**src/spm_macros.svh**
```systemverilog
// ----------------------------------------
// Scratchpad memory configuration
// Bus widths, memory depth and the depth
// of the read-return delay line
// ----------------------------------------

`ifndef SPM_MACROS_SVH
`define SPM_MACROS_SVH

// Width of the APB data bus and of a memory word
`define SPM_DATA_W 32

// Width of the APB byte address
`define SPM_ADDR_W 10

// Memory depth in words
`define SPM_WORDS 256

// Register stages between the RAM and the ports on the read path
`define SPM_RD_STAGES 2

`endif

```
**src/spm_pkg.sv**
```systemverilog
// ----------------------------------------
// Scratchpad memory types
// Data words, word addresses, port tags
// and the arbiter priority state
// ----------------------------------------

`include "spm_macros.svh"

package spm_pkg;

  // One memory or bus data word
  typedef logic [`SPM_DATA_W-1:0] spm_data_t;

  // Word address into the RAM, sized from the memory depth
  typedef logic [$clog2(`SPM_WORDS)-1:0] spm_waddr_t;

  // Index of the requesting port, carried alongside read data
  typedef logic [0:0] spm_tag_t;

  // Port that gets priority when both request in the same cycle
  typedef enum logic {
    PRIO_P0,
    PRIO_P1
  } spm_arb_state_t;

endpackage

```
**src/spm_arbiter.sv**
```systemverilog
// ----------------------------------------
// Round-robin memory arbiter
// Grants one port per cycle onto the RAM
// and steers read data back by its tag
// ----------------------------------------

`timescale 1ns/1ns

module spm_arbiter (
  input  logic                       clk,
  input  logic                       arst_n,
  // Port 0 request
  input  logic                       req0,
  input  logic                       we0,
  input  spm_pkg::spm_waddr_t        waddr0,
  input  spm_pkg::spm_data_t         wdata0,
  // Port 1 request
  input  logic                       req1,
  input  logic                       we1,
  input  spm_pkg::spm_waddr_t        waddr1,
  input  spm_pkg::spm_data_t         wdata1,
  output logic                       gnt0,
  output logic                       gnt1,
  // RAM access
  output logic                       mem_en,
  output logic                       mem_we,
  output spm_pkg::spm_waddr_t        mem_addr,
  output spm_pkg::spm_data_t         mem_wdata,
  output spm_pkg::spm_tag_t          mem_tag,
  // Read return from the delay line
  input  logic                       ret_valid_next,
  input  spm_pkg::spm_data_t         ret_data,
  input  spm_pkg::spm_tag_t          ret_tag,
  output logic                       rsp_valid0,
  output logic                       rsp_valid1,
  output spm_pkg::spm_data_t         rsp_data
);

  spm_pkg::spm_arb_state_t state_q;
  logic                    ret_valid_q;

  // ----------------------------------------
  // Grant
  // ----------------------------------------
  // Port 0 wins when alone or when it holds priority
  assign gnt0 = req0 && (!req1 || (state_q == spm_pkg::PRIO_P0));
  assign gnt1 = req1 && !gnt0;

  // Priority moves to the other port after every grant
  always_ff @(posedge clk or negedge arst_n) begin
    if (!arst_n) begin
      state_q <= spm_pkg::PRIO_P0;
    end else if (gnt0) begin
      state_q <= spm_pkg::PRIO_P1;
    end else if (gnt1) begin
      state_q <= spm_pkg::PRIO_P0;
    end
  end

  // RAM side is a plain mux on the winning port
  assign mem_en    = gnt0 | gnt1;
  assign mem_we    = gnt1 ? we1 : we0;
  assign mem_addr  = gnt1 ? waddr1 : waddr0;
  assign mem_wdata = gnt1 ? wdata1 : wdata0;
  assign mem_tag   = gnt1;

  // ----------------------------------------
  // Read return
  // ----------------------------------------
  // Valid-next runs a cycle ahead, so one flop marks when ret_data is valid
  always_ff @(posedge clk or negedge arst_n) begin
    if (!arst_n) begin
      ret_valid_q <= 1'b0;
    end else begin
      ret_valid_q <= ret_valid_next;
    end
  end

  assign rsp_valid0 = ret_valid_q && (ret_tag == 1'b0);
  assign rsp_valid1 = ret_valid_q && (ret_tag == 1'b1);
  assign rsp_data   = ret_data;

endmodule

```
**config.mk**
```make
export PLATFORM = sky130hd
export DESIGN_NAME = spm_arbiter
export DESIGN_NICKNAME = d
export VERILOG_FILES = /design/src/spm_pkg.sv /design/src/spm_arbiter.sv
export VERILOG_INCLUDE_DIRS = /design/src /design/src/src
export SDC_FILE = /design/constraint.sdc
export NUM_CORES = 1
export LEC_CHECK = 0
export ABC_AREA = 1
export BUFFER_PORTS_ARGS = -buffer_cell sky130_fd_sc_hd__clkbuf_2
export CAP_MARGIN = 30
export CORE_AREA = 2 2 77 79
export CTS_CLUSTER_SIZE = 16
export DETAILED_ROUTE_END_ITERATION = 10
export DIE_AREA = 0 0 79 81
export PLACE_DENSITY_LB_ADDON = 0.3
export SYNTH_ARGS = -nofsm -noshare
export SYNTH_HDL_FRONTEND = slang
export SYNTH_SLANG_ARGS = --single-unit
```
**constraint.sdc**
```tcl
create_clock -name clk -period 1.3 [get_ports clk]
set_input_delay 0.26 -clock clk [delete_from_list [all_inputs] [get_ports clk]]
set_output_delay 0.26 -clock clk [all_outputs]
set_load 0.03 [all_outputs]
```
# Yosys cells after proc, flatten, opt, wreduce, memory -nomap -nowiden
# Cells that the tools add are included.
# Widths: inputs -> output; s select.
[word_totals]
register_bits = 2
elab_cells = 18
input_bits = 120
output_inout_bits = 79
[op_classes]
n_mux = 5
bitwise_logic = 3
reduce_logical = 8
[op_table]
columns = ["cell", "count"]
rows = [
  ["$mux 32", 1],
  ["$mux 8", 1],
  ["$logic_and 1x1->1", 4],
  ["$mux 1", 3],
  ["$logic_not 1->1", 2],
  ["$not 1->1", 2],
  ["$reduce_bool 2->1", 1],
  ["$logic_or 1x1->1", 1],
  ["$or 1x1->1", 1],
]

# Longest topological paths before layout
[logic_depth]
word_depth = 7
depth_mapped = 6
depth_no_buf = 4

# Worst setup path after synthesis
# No wires, ideal clock.
[synth_path]
path_kind = "register to output"
startpoint = "register state_q"
endpoint = "output mem_tag"
arrival_ns = 1.149
setup_slack_ns = -0.109
t_required_ns = 1.040
path_buffers = 2
path_stages_with_launch = 5
cell_sequence = "dfrtp_1 o21ai_4 buf_6 inv_1 buf_4"
[synth_between]
elab_chain_cells = 5
[synth_rtl]
columns = ["item", "line", "source"]
rows = [
  ["from (decl)", "spm_arbiter.sv:39", "spm_pkg::spm_arb_state_t state_q;"],
  ["from (signal assigned)", "spm_arbiter.sv:52", "state_q <= spm_pkg::PRIO_P0;"],
  ["from (signal assigned)", "spm_arbiter.sv:54", "state_q <= spm_pkg::PRIO_P1;"],
  ["from (signal assigned)", "spm_arbiter.sv:56", "state_q <= spm_pkg::PRIO_P0;"],
  ["$not 1->1", "spm_arbiter.sv:46", "assign gnt0 = req0 && (!req1 || (state_q == spm_pkg::PRIO_P0));"],
  ["$logic_or 1x1->1", "spm_arbiter.sv:46", ""],
  ["$logic_and 1x1->1", "spm_arbiter.sv:46", ""],
  ["$logic_not 1->1", "spm_arbiter.sv:47", "assign gnt1 = req1 && !gnt0;"],
  ["$logic_and 1x1->1", "spm_arbiter.sv:47", ""],
  ["to (decl)", "spm_arbiter.sv:29", "output spm_pkg::spm_tag_t mem_tag,"],
]
# No other way between the ends.

# Final worst setup path
[layout_path]
startpoint = "register state_q"
endpoint = "output mem_wdata[27]"
[layout_between]
elab_chain_cells = 6
[layout_rtl]
columns = ["item", "line", "source"]
rows = [
  ["$not 1->1", "spm_arbiter.sv:46", ""],
  ["$logic_or 1x1->1", "spm_arbiter.sv:46", ""],
  ["$logic_and 1x1->1", "spm_arbiter.sv:46", ""],
  ["$logic_not 1->1", "spm_arbiter.sv:47", ""],
  ["$logic_and 1x1->1", "spm_arbiter.sv:47", ""],
  ["$mux 32", "spm_arbiter.sv:64", "assign mem_wdata = gnt1 ? wdata1 : wdata0;"],
  ["to (decl)", "spm_arbiter.sv:28", "output spm_pkg::spm_data_t mem_wdata,"],
]
# No other way between the ends.

==> metrics.cfg <==
[floorplan]
num_rows = 28
coreArea_mm2 = 0.00568
start_util_pct = 17.6
die_h_um = 81
dieArea_mm2 = 0.00640
ios = 199
die-width_um = 79

[timing]
tightest_slew_ps = 219
whs_ps = 159
fin_crit_ps = 1580
skew_ps = 0
maxSlewViolCount = 0
tns_ps = -10840
final-hold-violation-count = 0
fmax_mhz = 634
finalSetupViolCount = 44
rsz0062_at_grt = true
finalWorstSetupSlack_ps = -278
maxSlewHeadroom_pct = 85.4
finalCritPeriodShare_pct = 121

[cells_and_area]
fillCellCount = 586
area_growth_syn_to_layout_pct = 111
final_common_cell = clkbuf_2
post-route-util_pct = 37.1
drive_above_1_share_pct = 62.1
layout_common_cells = clkbuf_2, nand2_1, nand3_1
nets = 407
diodes = 0

[logic_synthesis]
ys_ff_latch = 2
synth_cell_types = 13
yosys.area.top_type = nand2_1
syn_inst = 183
syn_avg_cell_area_um2 = 5.45
syn-cell-area_um2 = 997
synth_top_area_share_pct = 31.2
synth_area_leaders = nand2_1, buf_4, nand3_1
yosys_warnings = 0
synth_nets = 303
synth-seq-area-share_pct = 5.02

[setup_path]
critical_path_class = reg -> out
critPathArrivalTime_ps = 1320
cp_data_required_time_ps = 1040
cp-end-kind = output pin
cp_max_fo = 22
start_kind = register

[outcome]
status = finished with violations
violations = negative setup slack

[cts]
clock_latency_ps = 220
path_clk_slew_ps = 30
cts_buffers = 3
tritoncts = done
cts_buffer_depth = 2
cts-root-buf = clkbuf_8
post_cts_buffers = 0
cts_sinks = 2
htree_levels = 1

[route]
drcViolationCount = 0
antenna_left = 0
first_pass_iters = 4
wl_um = 3920
viasPerCell = 4.16
num_vias = 1499
wl_per_cell_um = 10.9
drt_iter0_drc = 31

[global_route]
grt_max_degree = 23
grt.overflow.total = 0
grt_pass1_wl_um = 5780
grt_usage_pct = 11.1
antenna_found_initial = 0
first_global_vias = 1422

[placement]
dpl.hpwl_um = 2880
pre_cts_slack_ps = -111
port_buffers = 134
gp_congestion = 0.666

[hold_path]
hold_class = in -> reg

[flow_run]
drv_cap = 0

[pwr]
p_per_area_mw_per_mm2 = 727
p_leak_nw = 1.23
peakVddDrop_v = 0.000399

worst max-delay path, stage by stage, from the launching register on:
cell and delay, ps:
dfrtp_1 420, o21ai_4 200, buf_12 180, nand2_1 60
nand2_1 80, clkbuf_8 160
flip-flops by register name, summed over array words and instances (netlist names):
name	count
state_q	1
ret_valid_q	1
metrics by stage:
step,instance area (um2),cells,total power [mW]
2_1_floorplan,997,183,0.814
3_3_place_gp,1530,356,0.937
3_5_place_dp,1530,356,0.939
4_1_cts,1980,360,1.43
5_1_grt,2100,360,1.62
6_report,2100,360,1.53
power by group:
group          total, mW  internal, mW  leakage [nW]  switching, mW
clock              0.250         0.196        0.0216         0.0541
combinational       1.20         0.583          1.18          0.620
sequential        0.0767        0.0690        0.0230        0.00773
total               1.53         0.848          1.23          0.681
synth_stat cells, drive strengths merged:
cell / number
o21ai: 1
nor2: 1
nand3: 41
inv: 5
nand2: 85
buf: 46
o21a: 1
dfrtp: 2
or2: 1
worst paths after layout:
check                                from            end  slack (ps)  cells past startpoint
setup / recovery                  state_q  mem_wdata[27]        -280                      5
hold / removal             ret_valid_next    ret_valid_q         160                      1
setup reg to reg                  state_q        state_q         440                      3
hold reg to reg                   state_q        state_q         610                      1
max in group asynchronous          arst_n    ret_valid_q         830                      2
min in group asynchronous          arst_n        state_q         370                      2
routing by layer:
metal | GRT usage (%) | share of wire (%) | vias to the layer above
met1 | 10.1 | 34 | 649
met2 | 23.5 | 56 | 93
li1 | - | - | 747
met3 | 2.22 | 8.4 | 10
met5 | 0 | 0 | -
met4 | 4.48 | 1.5 | 0
timing repair:
| action | CTS | global route |
|---|---|---|
| resized for setup | 91 | 65 |
| pin swaps | 3 | 1 |
| hold buffers | 1 | 0 |
| hold endpoints to repair | 2 | 0 |
| endpoints found under the setup margin | 45 | 45 |
cells by family after synthesis:
logic type	synth area share [%]
flops	5.02
simple gates	54.1
compound gates	2.38
buf+inv	38.5
layout make-up:
class	instances	area, um2	share of cell area, %
Tap cell	75	93.8	4.46
Sequential cell	2	50.0	2.38
Multi-Input combinational cell	130	636	30.2
Inverter	5	18.8	0.892
Clock buffer	3	41.3	1.96
Timing Repair Buffer	145	1260	60.1
No activity file was read; power rests on OpenSTA's default activity.
