===== src/spm_macros.svh =====
// ----------------------------------------
// Scratchpad memory configuration
// Bus widths, memory depth and the depth
// of the read-return delay line
// ----------------------------------------

`ifndef SPM_MACROS_SVH
`define SPM_MACROS_SVH

// Width of the APB data bus and of a memory word
`define SPM_DATA_W 32

// Width of the APB byte address
`define SPM_ADDR_W 10

// Memory depth in words
`define SPM_WORDS 256

// Register stages between the RAM and the ports on the read path
`define SPM_RD_STAGES 2

`endif


===== src/spm_pkg.sv =====
// ----------------------------------------
// Scratchpad memory types
// Data words, word addresses, port tags
// and the arbiter priority state
// ----------------------------------------

`include "spm_macros.svh"

package spm_pkg;

  // One memory or bus data word
  typedef logic [`SPM_DATA_W-1:0] spm_data_t;

  // Word address into the RAM, sized from the memory depth
  typedef logic [$clog2(`SPM_WORDS)-1:0] spm_waddr_t;

  // Index of the requesting port, carried alongside read data
  typedef logic [0:0] spm_tag_t;

  // Port that gets priority when both request in the same cycle
  typedef enum logic {
    PRIO_P0,
    PRIO_P1
  } spm_arb_state_t;

endpackage


===== src/spm_apb_port.sv =====
// ----------------------------------------
// APB completer port
// Checks alignment, requests the shared
// memory and completes the APB transfer
// ----------------------------------------

`timescale 1ns/1ns

`include "spm_macros.svh"

module spm_apb_port (
  input  logic                   clk,
  input  logic                   arst_n,
  // APB completer side
  input  logic                   psel,
  input  logic                   penable,
  input  logic                   pwrite,
  input  logic [`SPM_ADDR_W-1:0] paddr,
  input  spm_pkg::spm_data_t     pwdata,
  output spm_pkg::spm_data_t     prdata,
  output logic                   pready,
  output logic                   pslverr,
  // Request towards the arbiter
  output logic                   req,
  output logic                   we,
  output spm_pkg::spm_waddr_t    waddr,
  output spm_pkg::spm_data_t     wdata,
  input  logic                   gnt,
  input  logic                   rsp_valid,
  input  spm_pkg::spm_data_t     rsp_data
);

  typedef enum logic [1:0] {
    IDLE,
    WAIT_GNT,
    WAIT_RSP,
    DONE
  } port_state_t;

  port_state_t state_q;
  port_state_t state_d;
  logic        access;
  logic        aligned;
  logic        rd_done;

  // ----------------------------------------
  // Transfer decode
  // ----------------------------------------
  // Access phase of an APB transfer addressed to this port
  assign access  = psel & penable;
  // Only word-aligned addresses reach the memory
  assign aligned = (paddr[1:0] == 2'b00);
  // A read finishes in the cycle its data comes back
  assign rd_done = (state_q == WAIT_RSP) && rsp_valid;

  // The requester holds its signals until pready, so they feed the arbiter directly
  assign we    = pwrite;
  assign waddr = paddr[`SPM_ADDR_W-1:2];
  assign wdata = pwdata;

  // Request in the first access cycle, and keep requesting until granted
  assign req = ((state_q == IDLE) && access && aligned) || (state_q == WAIT_GNT);

  // ----------------------------------------
  // Transfer FSM
  // ----------------------------------------
  always_comb begin
    state_d = state_q;
    case (state_q)
      IDLE: begin
        if (access && aligned) begin
          if (gnt) begin
            state_d = pwrite ? DONE : WAIT_RSP;
          end else begin
            state_d = WAIT_GNT;
          end
        end
      end
      WAIT_GNT: begin
        // Once granted, the request is never raised again for this transfer
        if (gnt) begin
          state_d = pwrite ? DONE : WAIT_RSP;
        end
      end
      WAIT_RSP: begin
        if (rsp_valid) begin
          state_d = IDLE;
        end
      end
      DONE: begin
        state_d = IDLE;
      end
      default: begin
        state_d = IDLE;
      end
    endcase
  end

  always_ff @(posedge clk or negedge arst_n) begin
    if (!arst_n) begin
      state_q <= IDLE;
    end else begin
      state_q <= state_d;
    end
  end

  // ----------------------------------------
  // APB response
  // ----------------------------------------
  // Unaligned accesses complete at once with an error and never touch memory
  assign pslverr = (state_q == IDLE) && access && !aligned;
  assign pready  = pslverr || (state_q == DONE) || rd_done;
  // Return data is shared by both ports, so pass it only when it is ours
  assign prdata  = rd_done ? rsp_data : '0;

endmodule


===== config.mk =====
export PLATFORM = sky130hd
export DESIGN_NAME = spm_apb_port
export DESIGN_NICKNAME = d
export VERILOG_FILES = /design/src/spm_pkg.sv /design/src/spm_apb_port.sv
export VERILOG_INCLUDE_DIRS = /design/src /design/src/src
export SDC_FILE = /design/constraint.sdc
export NUM_CORES = 1
export LEC_CHECK = 0
export ABC_AREA = 0
export BUFFER_PORTS_ARGS = -buffer_cell sky130_fd_sc_hd__buf_2
export CAP_MARGIN = 20
export CORE_ASPECT_RATIO = 0.7
export CORE_MARGIN = 10
export CORE_UTILIZATION = 26
export DETAILED_ROUTE_END_ITERATION = 8
export PLACE_DENSITY_LB_ADDON = 0.3
export SYNTH_ARGS = -nofsm -noshare
export SYNTH_HDL_FRONTEND = slang
export SYNTH_SLANG_ARGS = --single-unit

===== constraint.sdc =====
create_clock -name clk -period 3.5 [get_ports clk]
set_input_delay 1.05 -clock clk [delete_from_list [all_inputs] [get_ports clk]]
set_output_delay 1.05 -clock clk [all_outputs]
set_load 0.005 [all_outputs]

[Yosys cells after proc, flatten, opt, wreduce, memory -nomap -nowiden]
Cells that the tools add are included.
Cells by class
  order comparisons: 0
  equal/unequal tests: 6
  div/mod/pow operators: 0
  multiplexer cells: 7
  bitwise gates (word level): 1
  add/subtract/negate cells: 0
  reduce and logical (&&, ||, !) cells: 12
  shift-type cells: 0
  multipliers: 0
Operators with widths (count)
  $mux W32: 1
  $mux W2: 4
  $pmux W2 S4: 1
  $ne A2 B2 Y1 const B: 3
  $logic_and A1 B1 Y1: 5
  $eq A2 B2 Y1 const B: 2
  $logic_not A2 Y1: 2
  $logic_or A1 B1 Y1: 3
  $reduce_and A3 Y1: 1
  $eq A2 B1 Y1 const B: 1
  $and A1 B1 Y1: 1
  $logic_not A1 Y1: 1
  $mux W1: 1
Word-level totals
  memory bits (read-only): 0
  output and inout bits: 76
  input port bits: 81
  bits in writable memories: 0
  latch bits: 0
  memories: 0
  register bits: 2

[Depth between registers and ports, before layout]
Gate-level depths: netlist (run 1).
  depth in word-level cells: 5
  mapped depth: 3
  mapped depth without buffers: 2

[Worst setup path before layout (run 1)]
Ideal clock, no wire load.
  kind: input-to-output
  start point: in rsp_valid
  end point: out prdata[10]
  path slack: 0.907 ns
  path buffers: 1
  stages on the path: 3
  arrival: 1.543 ns
  cells stage by stage: and3b_4 buf_6 and2_2
Between the ends
  longest elaborated chain between the ends: 2
RTL lines
  start: declaration: line spm_apb_port.sv:29  | input logic rsp_valid,
  $logic_and A1 B1 Y1: line spm_apb_port.sv:54  | assign rd_done = (state_q == WAIT_RSP) && rsp_valid;
  $mux W32: line spm_apb_port.sv:114  | assign prdata = rd_done ? rsp_data : '0;
  end: declaration: line spm_apb_port.sv:20  | output spm_pkg::spm_data_t prdata,
Every way passes these cells.

[Final worst setup path (run 1)]
  start point: in rsp_valid
  end point: out prdata[11]
Same word-level chain as after synthesis.

==> metrics.md, run 1 <==
| Metric | Value |
|---|---|
| Core area | `2550 um2` |
| Critical Path AT | `1800 ps` |
| Reg2reg setup slack | `about 2500 ps` |
| GR Overflow Total | `0` |
| Worst EP required | `approximately 2500 ps` |
| Top Registers | `state_q (2)` |
| H-tree depth | `1` |
| Initial DRT Pass Iterations | `4` |
| Initial antenna violation count | `0` |
| Vias in the first global route | `around 650` |
| Area of the multi-input gates | `between 300 and 400 um2` |
| Tcrit/Tclk final | `about four fifths` |
| Fmax | `351 MHz` |
| Initial Util | `28.3%` |
| Post-DRT Antenna Nets | `0` |
| Die span in y | `64.1 um` |
| Final hold vios | `0` |
| Die width | `83.0 um` |
| TNS Setup | `0 ps` |
| Cell Rows | `15` |
| Routed len/inst | `approximately 16 um` |
| Hold Path Origin | `state_q[1]` |
| Wire length of the first global-routing pass | `3790 um` |
| Hold Path Class | `reg -> reg` |
| Drt via density | `4.07` |
| Port buffer count | `76` |
| Worst ir drop on vdd | `about 76 uV` |
| Final Skew | `1.32 ps` |
| Crit Reg-Reg Startpoint | `state_q[1]` |
| Setup Buffers After CTS | `0` |
| Sequential fraction of the synthesis area | `slightly below 7%` |
| Reg2reg path depth | `2` |
| DR iter-0 viols | `12` |
| Post-synthesis register bit count | `2` |
| Post-synthesis average cell area | `slightly below 8 um2` |
| Max Fanout on Critical Path | `32` |
| Num CTS Buffers | `3` |
| Num ports | `157` |
| CTS tree | `done` |
| CTS max path bufs | `2` |
| Status | `complete, no violations` |
| Fin util | `33.1%` |
| Layout Nets | `211` |
| Fillers | `290` |
| # hold bufs at CTS | `0` |
| HPWL Detailed | `roughly 2300 um` |
| Hold Path Stages | `1` |
| Inserted Diodes | `0` |
| Setup WS pre-CTS | `637 ps` |
| Post-route setup slack | `652 ps` |
| Final Max Tran Viols | `0` |
| Yosys cell types | `19` |
| RSZ-0062 raised after global routing | `false` |
| Root Buffer | `clkbuf_8` |
| Overall power | `192 uW` |
| Layout area overhead | `17.0%` |
| Mapped Area | `722 um2` |
| Final setup viols | `0` |
| GPL Wtd Cong | `0.822` |
| Commonest non-fill, non-tap cell in the layout | `buf_2` |
| Register area | `50.0 um2` |
| Most flops, register | `state_q` |
| Sinks on the clock net | `2` |
| Leakage | `about 0.54 nW` |
| Worst setup SP type | `input pin` |
| Final wirelength | `approximately 2600 um` |
| Max reg flops | `2` |
| Max transition margin | `82.2%` |
| Worst hold margin | `587 ps` |
| PD cells | `about 230 nW/um2` |
| Hold Path Sink | `state_q[0]` |
| Via count | `~660` |
| Fin crit period | `between 2000 and 3000 ps` |
| Post_cts resized | `0` |
| Critical path type | `in -> out` |
| Total die area | `5320 um2` |
| Post-route DRC | `0` |
| Syn nets | `174` |
| Commonest non-fill, non-tap cells in the layout | `buf_2, and2_2, and2_1` |
| Largest net degree at the start of global routing | `33` |
| Worst-Margin Slew | `264 ps` |
| Max Cap Violations | `0` |
| Total track usage | `8.70%` |
| Fraction of layout instances using a drive strength above 1 | `between 70% and 80%` |
| CP Capture Type | `output pin` |
| Syn. warnings | `0` |
| Reg2reg end | `state_q[1]` |
| Clk_lat worst skew | `210 ps` |
| CTS clock-pin slew for the worst setup and hold paths | `30 ps` |
| Post-Syn Instances | `93` |
-- stage by stage --
step / instance area (um2) / std cells
final: 845 / 162
after global routing: 845 / 162
after detailed placement: 803 / 159
after floorplan: 722 / 93
after CTS: 845 / 162
after global placement: 803 / 159
-- cell usage after synthesis (all sizes together) --
master	number	share of area, %
buf	44	47
nand4bb	1	1.6
inv	2	1.0
nor2	1	0.52
o41ai	1	1.2
or3b	1	1.2
nor4	1	0.87
a21oi	1	0.69
and3b	1	1.7
o211ai	1	1.0
nand2	1	0.52
dfrtp	2	6.9
nand2b	1	0.87
and2	32	32
a221oi	1	1.2
o21ai	1	0.69
nand3b	1	1.0
-- critical path: stages --
cell,delay (ps)
buf_2,90
and3b_4,350
and2_2,180
buf_2,110
-- layer usage --
metal | vias to the layer above | track usage (%) | share of wire, %
met1 | 256 | 7.77 | 35
met2 | 73 | 14.3 | 47
met4 | 0 | 4.87 | 1.6
li1 | 320 | - | -
met3 | 10 | 6.46 | 16
met5 | - | 0 | 0
-- final cells by class --
type	count	share of cell area, %
clock buffer	3	4.89
inverter	2	0.889
multi-input combinational	45	38.2
sequential	2	5.93
tap	34	5.04
timing repair buffer	76	45.0
-- power by group --
| part | switching (mW) | total [mW] | internal (mW) |
|---|---|---|---|
| registers | 0.00488 | 0.0308 | 0.0259 |
| logic | 0.0277 | 0.0713 | 0.0436 |
| clock network | 0.0174 | 0.0900 | 0.0727 |
-- logic make-up (layout without fill, tap and decap cells) --
| family | after synthesis | after routing | synth area share, % |
|---|---|---|---|
| simple gates | 40 | 40 | 39.9 |
| flops | 2 | 2 | 6.93 |
| buf+inv | 46 | 81 | 48.4 |
| compound gates | 5 | 5 | 4.85 |
-- how the worst max path moves through the flow --
stage | startpoint | to | slack (ps) | cells after the start
floorplan | rsp_valid | prdata[10] | 910 | 3
global placement | rsp_valid | prdata[11] | 670 | 4
finish | rsp_valid | prdata[11] | 650 | 4
CTS | rsp_valid | prdata[11] | 630 | 4
detailed placement | rsp_valid | prdata[11] | 640 | 4
global route | rsp_valid | prdata[6] | 560 | 4
(Power assumes the default switching activity.)
==> run 2, diff against run 1 <==
CORE_UTILIZATION = 21   (was 26)
clock period = 2.3 ns   (was 3.5 ns; I/O delays follow)
==> run 2 against run 1 <==
Against the previous run: utilization down 6.5 points; clock power up 52%; sequential share of layout area down 0.11 points; sequential cell count unchanged; cell count up 8.0%; critical path depth unchanged; global-route usage down 1.3 points; register-to-register slack worse by 1200 ps; combinational power up 54%; clock skew about the same; critical endpoint is now prdata[6]; largest cell class unchanged; largest power group unchanged.
==> metrics.md, run 2 (synthesis results as in run 1) <==
| Metric | Value |
|---|---|
| Post-DP Area | `820 um2 (+2.0%)` |
| Critical path type | `in -> out` |
| Setup Buffers After CTS | `0 (unchanged)` |
| Status | `complete, no violations` |
| Top Registers | `state_q (2)` |
| Post-DRT Antenna Nets | `0 (unchanged)` |
| RSZ-0062 raised after global routing | `false` |
| Core area | `3230 um2 (+27%)` |
| Layout area overhead | `19.2%` |
| Initial antenna violation count | `0 (unchanged)` |
| Design Area, Final | `861 um2 (+1.9%)` |
| Final Max Tran Viols | `0 (unchanged)` |
| Num CTS Buffers | `3 (unchanged)` |
| Most flops, register | `state_q` |
| Wire length of the first global-routing pass | `3870 um (+2.2%)` |
| DR iter-0 viols | `7 (-5)` |
| Reg2reg setup slack | `1300 ps (-1190 ps)` |
| Fraction of layout instances using a drive strength above 1 | `79.7% (unchanged)` |
| Worst ir drop on vdd | `189 uV (+150%)` |
| CTS clock-pin slew for the worst setup and hold paths | `30 ps (about the same)` |
| Die span in y | `69.1 um (+7.8%)` |
| Initial Util | `22.3% (-6.0 points)` |
| Layout Nets | `211 (unchanged)` |
| Total die area | `6220 um2 (+17%)` |
| Crit Reg-Reg Startpoint | `state_q[1]` |
| Final Skew | `0.999 ps (-0.324 ps)` |
| Port buffer count | `76 (unchanged)` |
| Cell Rows | `17 (+2)` |
| Worst EP required | `1610 ps (-840 ps)` |
| Max reg flops | `2 (unchanged)` |
| Fillers | `379 (+31%)` |
| Worst-Margin Slew | `275 ps (+11.4 ps)` |
| Final hold vios | `0 (unchanged)` |
| Critical Path AT | `1480 ps (-320 ps)` |
| Die width | `90.1 um (+8.6%)` |
| Reg2reg path depth | `2 (unchanged)` |
| Post-route DRC | `0 (unchanged)` |
| Tcrit/Tclk final | `between 90% and 100%` |
| Initial DRT Pass Iterations | `4 (unchanged)` |
| Leakage | `0.545 nW (unchanged)` |
| Routed len/inst | `14.5 um (-9.9%)` |
| CTS max path bufs | `2 (unchanged)` |
| Via count | `683 (+3.6%)` |
| TNS Setup | `0 ps (unchanged)` |
| CTS tree | `done` |
| PD cells | `342 nW/um2 (+50%)` |
| Vias in the first global route | `739 (+14%)` |
| Commonest non-fill, non-tap cells in the layout | `buf_2, and2_2, and2_1` |
| Sinks on the clock net | `2 (unchanged)` |
| Hold Path Class | `in -> async` |
| Max Cap Violations | `0 (unchanged)` |
| Total track usage | `7.44% (-1.3 points)` |
| Inserted Diodes | `0 (unchanged)` |
| Drt via density | `3.90 (-4.1%)` |
| HPWL Detailed | `2220 um (-5.2%)` |
| Num ports | `157 (unchanged)` |
| H-tree depth | `1 (unchanged)` |
| Largest net degree at the start of global routing | `33 (unchanged)` |
| GPL Wtd Cong | `0.751 (-8.6%)` |
| Reg2reg end | `state_q[1]` |
| Fin crit period | `about 2200 ps` |
| Final setup viols | `0 (unchanged)` |
| Max Fanout on Critical Path | `32 (unchanged)` |
| Final wirelength | `2540 um (-2.7%)` |
| Fmax | `462 MHz` |
| CP Capture Type | `output pin` |
| Clk_lat worst skew | `210 ps (about the same)` |
| Max transition margin | `81.7% (-0.53 points)` |
| # hold bufs at CTS | `0 (unchanged)` |
| Worst setup SP type | `input pin` |
| Commonest non-fill, non-tap cell in the layout | `buf_2` |
| GR Overflow Total | `0 (unchanged)` |
| Root Buffer | `clkbuf_8` |
| Post_cts resized | `0 (unchanged)` |
run 2: per-layer routing:
| metal | GRT usage (%) | part of all wire, % | vias up |
|---|---|---|---|
| li1 | - | - | 321 |
| met1 | 6.90 | 39 | 307 |
| met2 | 13.4 | 51 | 51 |
| met3 | 3.66 | 9.5 | 4 |
| met4 | 3.66 | 0.98 | 0 |
| met5 | 0 | 0 | - |
run 2: worst max-delay path, stage by stage:
cell and delay, ps:
buf_2 100, and3b_4 370, and2_2 200, buf_2 110
run 2: final cells by class:
class | count | area [um2] | area share (%)
Multi-Input combinational cell | 45 | 323 | 37.5
Clock buffer | 3 | 41.3 | 4.80
Sequential cell | 2 | 50.0 | 5.81
Inverter | 2 | 7.51 | 0.872
Tap cell | 47 | 58.8 | 6.83
Timing Repair Buffer | 76 | 380 | 44.2
run 2: where the power goes:
part	internal [mW]	switching, mW
Sequential	0.0394	0.00767
Combinational	0.0665	0.0439
Clock	0.111	0.0264
run 2: how the worst max path moves through the flow:
stage	from	to	slack [ps]	cells after the start
2_1_floorplan	rsp_valid	prdata[10]	430	3
3_3_place_gp	rsp_valid	prdata[6]	160	4
3_5_place_dp	rsp_valid	prdata[6]	110	4
4_1_cts	rsp_valid	prdata[6]	110	4
5_1_grt	state_q[0]	prdata[6]	70	3
6_report	rsp_valid	prdata[6]	130	4
run 2: per-stage QoR:
step | instances | utilization, % | hold slack, ps | setup WS, ps | power, mW
after floorplan | 93 | - | 394 | 427 | 0.155
after global placement | 172 | 25.3 | 477 | 156 | 0.157
after detailed placement | 172 | 25.3 | 482 | 113 | 0.161
after CTS | 175 | 26.6 | 261 | 113 | 0.302
after global routing | 175 | 26.6 | 256 | 66.3 | 0.322
final | 175 | 26.6 | 263 | 134 | 0.294
==> run 3, diff against run 2 <==
ABC_AREA = 1   (was 0)
CORE_UTILIZATION = 23   (was 21)
clock period = 1.9 ns   (was 2.3 ns; I/O delays follow)
==> run 3 against run 2 <==
Against the previous run: highest routed layer is now met3; power grew 130%; critical path depth grew 1; clock power grew 19%; die area grew 3.1%.
==> metrics.md, run 3 <==
| Metric | Value |
|---|---|
| Worst hold margin | `141 ps (-122 ps)` |
| Sequential fraction of the synthesis area | `6.08% (-0.85 points)` |
| Cell taking the most area after synthesis | `buf_4` |
| Port buffer count | `76 (unchanged)` |
| Fillers | `385 (+1.6%)` |
| Crit-path cells | `buf_2, nor2_1, nand2_1, a21oi_1, buf_2` |
| Total track usage | `6.26% (-1.2 points)` |
| Synth top area share | `37.4% (-5.2 points)` |
| Most flops, register | `state_q` |
| Final setup viols | `0 (unchanged)` |
| Crit Reg-Reg Startpoint | `state_q[1]` |
| Max reg flops | `2 (unchanged)` |
| Worst setup SP type | `input pin` |
| GR Overflow Total | `0 (unchanged)` |
| Yosys cell types | `13 (-6)` |
| Vias in the first global route | `778 (+5.3%)` |
| Hold Path Class | `in -> async` |
| DR iter-0 viols | `12 (+5)` |
| Area of the multi-input gates | `299 um2 (-7.4%)` |
| WL met3 | `325 um (+35%)` |
| Critical path's slowest cell | `nor2_1` |
| Drt via density | `3.39 (-13%)` |
| Commonest non-fill, non-tap cells in the layout | `buf_2, inv_1, nor2_2` |
| Die width | `91.5 um (+1.6%)` |
| Worst-Margin Slew | `268 ps (-6.80 ps)` |
| WL met2 | `936 um (-27%)` |
| Num CTS Buffers | `3 (unchanged)` |
| PD cells | `683 nW/um2 (+100%)` |
| Tcrit/Tclk final | `93.1%` |
| Max transition margin | `82.1% (+0.45 points)` |
| Max Cap Violations | `0 (unchanged)` |
| Initial antenna violation count | `0 (unchanged)` |
| Fmax | `565 MHz` |
| Post-synthesis average cell area | `6.14 um2 (-21%)` |
| Most used cell, CP | `buf_2` |
| Final Skew | `2.01 ps (+1.01 ps)` |
| Total die area | `6410 um2 (+3.1%)` |
| Register area | `50.0 um2 (unchanged)` |
| Synth async-reset ratio | `100% (unchanged)` |
| Mapped Area | `823 um2 (+14%)` |
| Layout Nets | `254 (+20%)` |
| Setup Buffers After CTS | `0 (unchanged)` |
| # hold bufs at CTS | `0 (unchanged)` |
| Commonest non-fill, non-tap cell in the layout | `buf_2` |
| Fin crit period | `1770 ps` |
| Origin of the worst setup path | `paddr[1]` |
| RSZ-0062 raised after global routing | `false` |
| Area contributors post-synth | `buf_4, nor2_2, inv_1, dfrtp_1, buf_6` |
| Fraction of layout instances using a drive strength above 1 | `66.7% (-13 points)` |
| Max incr delay on CP | `160 ps (-210 ps)` |
| Final hold vios | `0 (unchanged)` |
| Post-synthesis register bit count | `2 (unchanged)` |
| Simple-Gate Fraction of Synth Area | `33.0% (-6.9 points)` |
| Reg2reg end | `state_q[0]` |
| Count leader, synth | `buf_4` |
| Adder-Cell Fraction of Synth Area | `0% (unchanged)` |
| GPL Wtd Cong | `0.734 (-2.4%)` |
| TNS Setup | `0 ps (unchanged)` |
| Die span in y | `70.1 um (+1.4%)` |
| Reg2reg path depth | `5 (+3)` |
| CP Capture Type | `output pin` |
| Final wirelength | `2180 um (-14%)` |
| Initial Util | `23.6% (+1.3 points)` |
| Inserted Diodes | `0 (unchanged)` |
| Wire length of the first global-routing pass | `3590 um (-7.3%)` |
| CP endpoint | `req` |
| CTS max path bufs | `2 (unchanged)` |
| Post-Syn Instances | `134 (+44%)` |
| Reg2reg setup slack | `920 ps (-380 ps)` |
| Top Registers | `state_q (2)` |
| Max layer used | `met3` |
| CTS tree | `done` |
| H-tree depth | `1 (unchanged)` |
| Post-synthesis mux area share | `0% (unchanged)` |
| Cell Rows | `18 (+1)` |
| Critical path type | `in -> out` |
| Core area | `3490 um2 (+8.0%)` |
| Final Max Tran Viols | `0 (unchanged)` |
| Post-route DRC | `0 (unchanged)` |
| Main combinational cell family by area after synthesis | `buffers and inverters` |
| Routed len/inst | `9.85 um (-32%)` |
| Syn. warnings | `0 (unchanged)` |
| Syn nets | `215 (+24%)` |
| Sinks on the clock net | `2 (unchanged)` |
| Largest net degree at the start of global routing | `17 (-48%)` |
| Clk_lat worst skew | `210 ps (about the same)` |
| Post_cts resized | `0 (unchanged)` |
| Critical Path AT | `1200 ps (-280 ps)` |
| Layout area overhead | `22.5%` |
| Synth Area in Compound Gates | `3.04% (-1.8 points)` |
| Root Buffer | `clkbuf_8` |
| Commonest cells in the netlist | `buf_4, inv_1, nor2_2` |
| Metal-1 WL | `914 um (-7.7%)` |
| HPWL Detailed | `1950 um (-12%)` |
| Num ports | `157 (unchanged)` |
| Number of synthesized flops with an enable pin | `0 (unchanged)` |
| Synth Area in XOR/XNOR | `0% (unchanged)` |
| Leakage | `0.713 nW (+31%)` |
| Via count | `749 (+9.7%)` |
| Synth Flop Type | `dfrtp_1` |
| Max Fanout on Critical Path | `3 (-91%)` |
| Initial DRT Pass Iterations | `3 (-1)` |
| Worst EP required | `1330 ps (-280 ps)` |
| Post-DRT Antenna Nets | `0 (unchanged)` |
| Status | `complete, no violations` |
| Worst ir drop on vdd | `656 uV (+250%)` |
| CTS clock-pin slew for the worst setup and hold paths | `30 ps (about the same)` |
==> run 3: cell count changes after synthesis, sizes merged, moves of 2 or more <==
| cell | change |
|---|---|
| and2 | -32 |
| inv | +34 |
| o21ai | +2 |
| nand3 | +3 |
| nand2 | +7 |
| nor2 | +34 |
==> run 3: final cells by class <==
type	instances	share of cell area, %
inverters	36	13.4
well taps	50	6.20
clock buffers	3	4.09
repair buffers	78	41.7
multi-input cells	52	29.7
flip-flops and latches	2	4.96
==> run 3: cells by family (layout without fill, tap and decap cells) <==
| logic type | after synthesis | after routing |
|---|---|---|
| buffers and inverters | 80 | 117 |
| AO/OA/AOI/OAI | 5 | 5 |
| AND/OR/NAND/NOR | 47 | 47 |
| flip-flops | 2 | 2 |
==> run 3: metrics by stage <==
stage          std cells  cell area [um2]  setup slack (ps)  power, mW  util (%)
2_1_floorplan        134              823               369      0.409         -
3_3_place_gp         218              965               141      0.534      27.6
3_5_place_dp         218              965               123      0.534      27.6
5_1_grt              221             1010              15.1      0.765      28.9
6_report             221             1010               131      0.689      28.9
4_1_cts              221             1010              87.6      0.702      28.8
==> run 3: how the worst min path moves through the flow <==
| stage | end | slack, ps | depth (start not counted) |
|---|---|---|---|
| after detailed placement | state_q[0] | 360 | 1 |
| after global routing | state_q[0] | 150 | 1 |
| final | state_q[1] | 140 | 1 |
| after CTS | state_q[1] | 140 | 1 |
| after global placement | state_q[0] | 360 | 1 |
| after floorplan | state_q[0] | 270 | 0 |
==> run 3: power breakdown <==
part | switching (mW) | internal [mW] | total, mW
logic | 0.227 | 0.201 | 0.428
registers | 0.0350 | 0.0627 | 0.0977
clock network | 0.0298 | 0.134 | 0.163
total | 0.292 | 0.397 | 0.689
==> run 3: worst max-delay path: cells and delay by family <==
| family | cells | cell delay [ps] |
|---|---|---|
| AOI/OAI and AO/OA | 1 | 130 |
| buffers and inverters | 2 | 220 |
| and+or+nand+nor | 2 | 270 |
==> run 3: per-layer routing <==
layer,GRT usage (%),up-vias
met5,0,-
met4,0.693,0
met3,4.48,0
met2,9.68,63
met1,7.03,279
li1,-,407
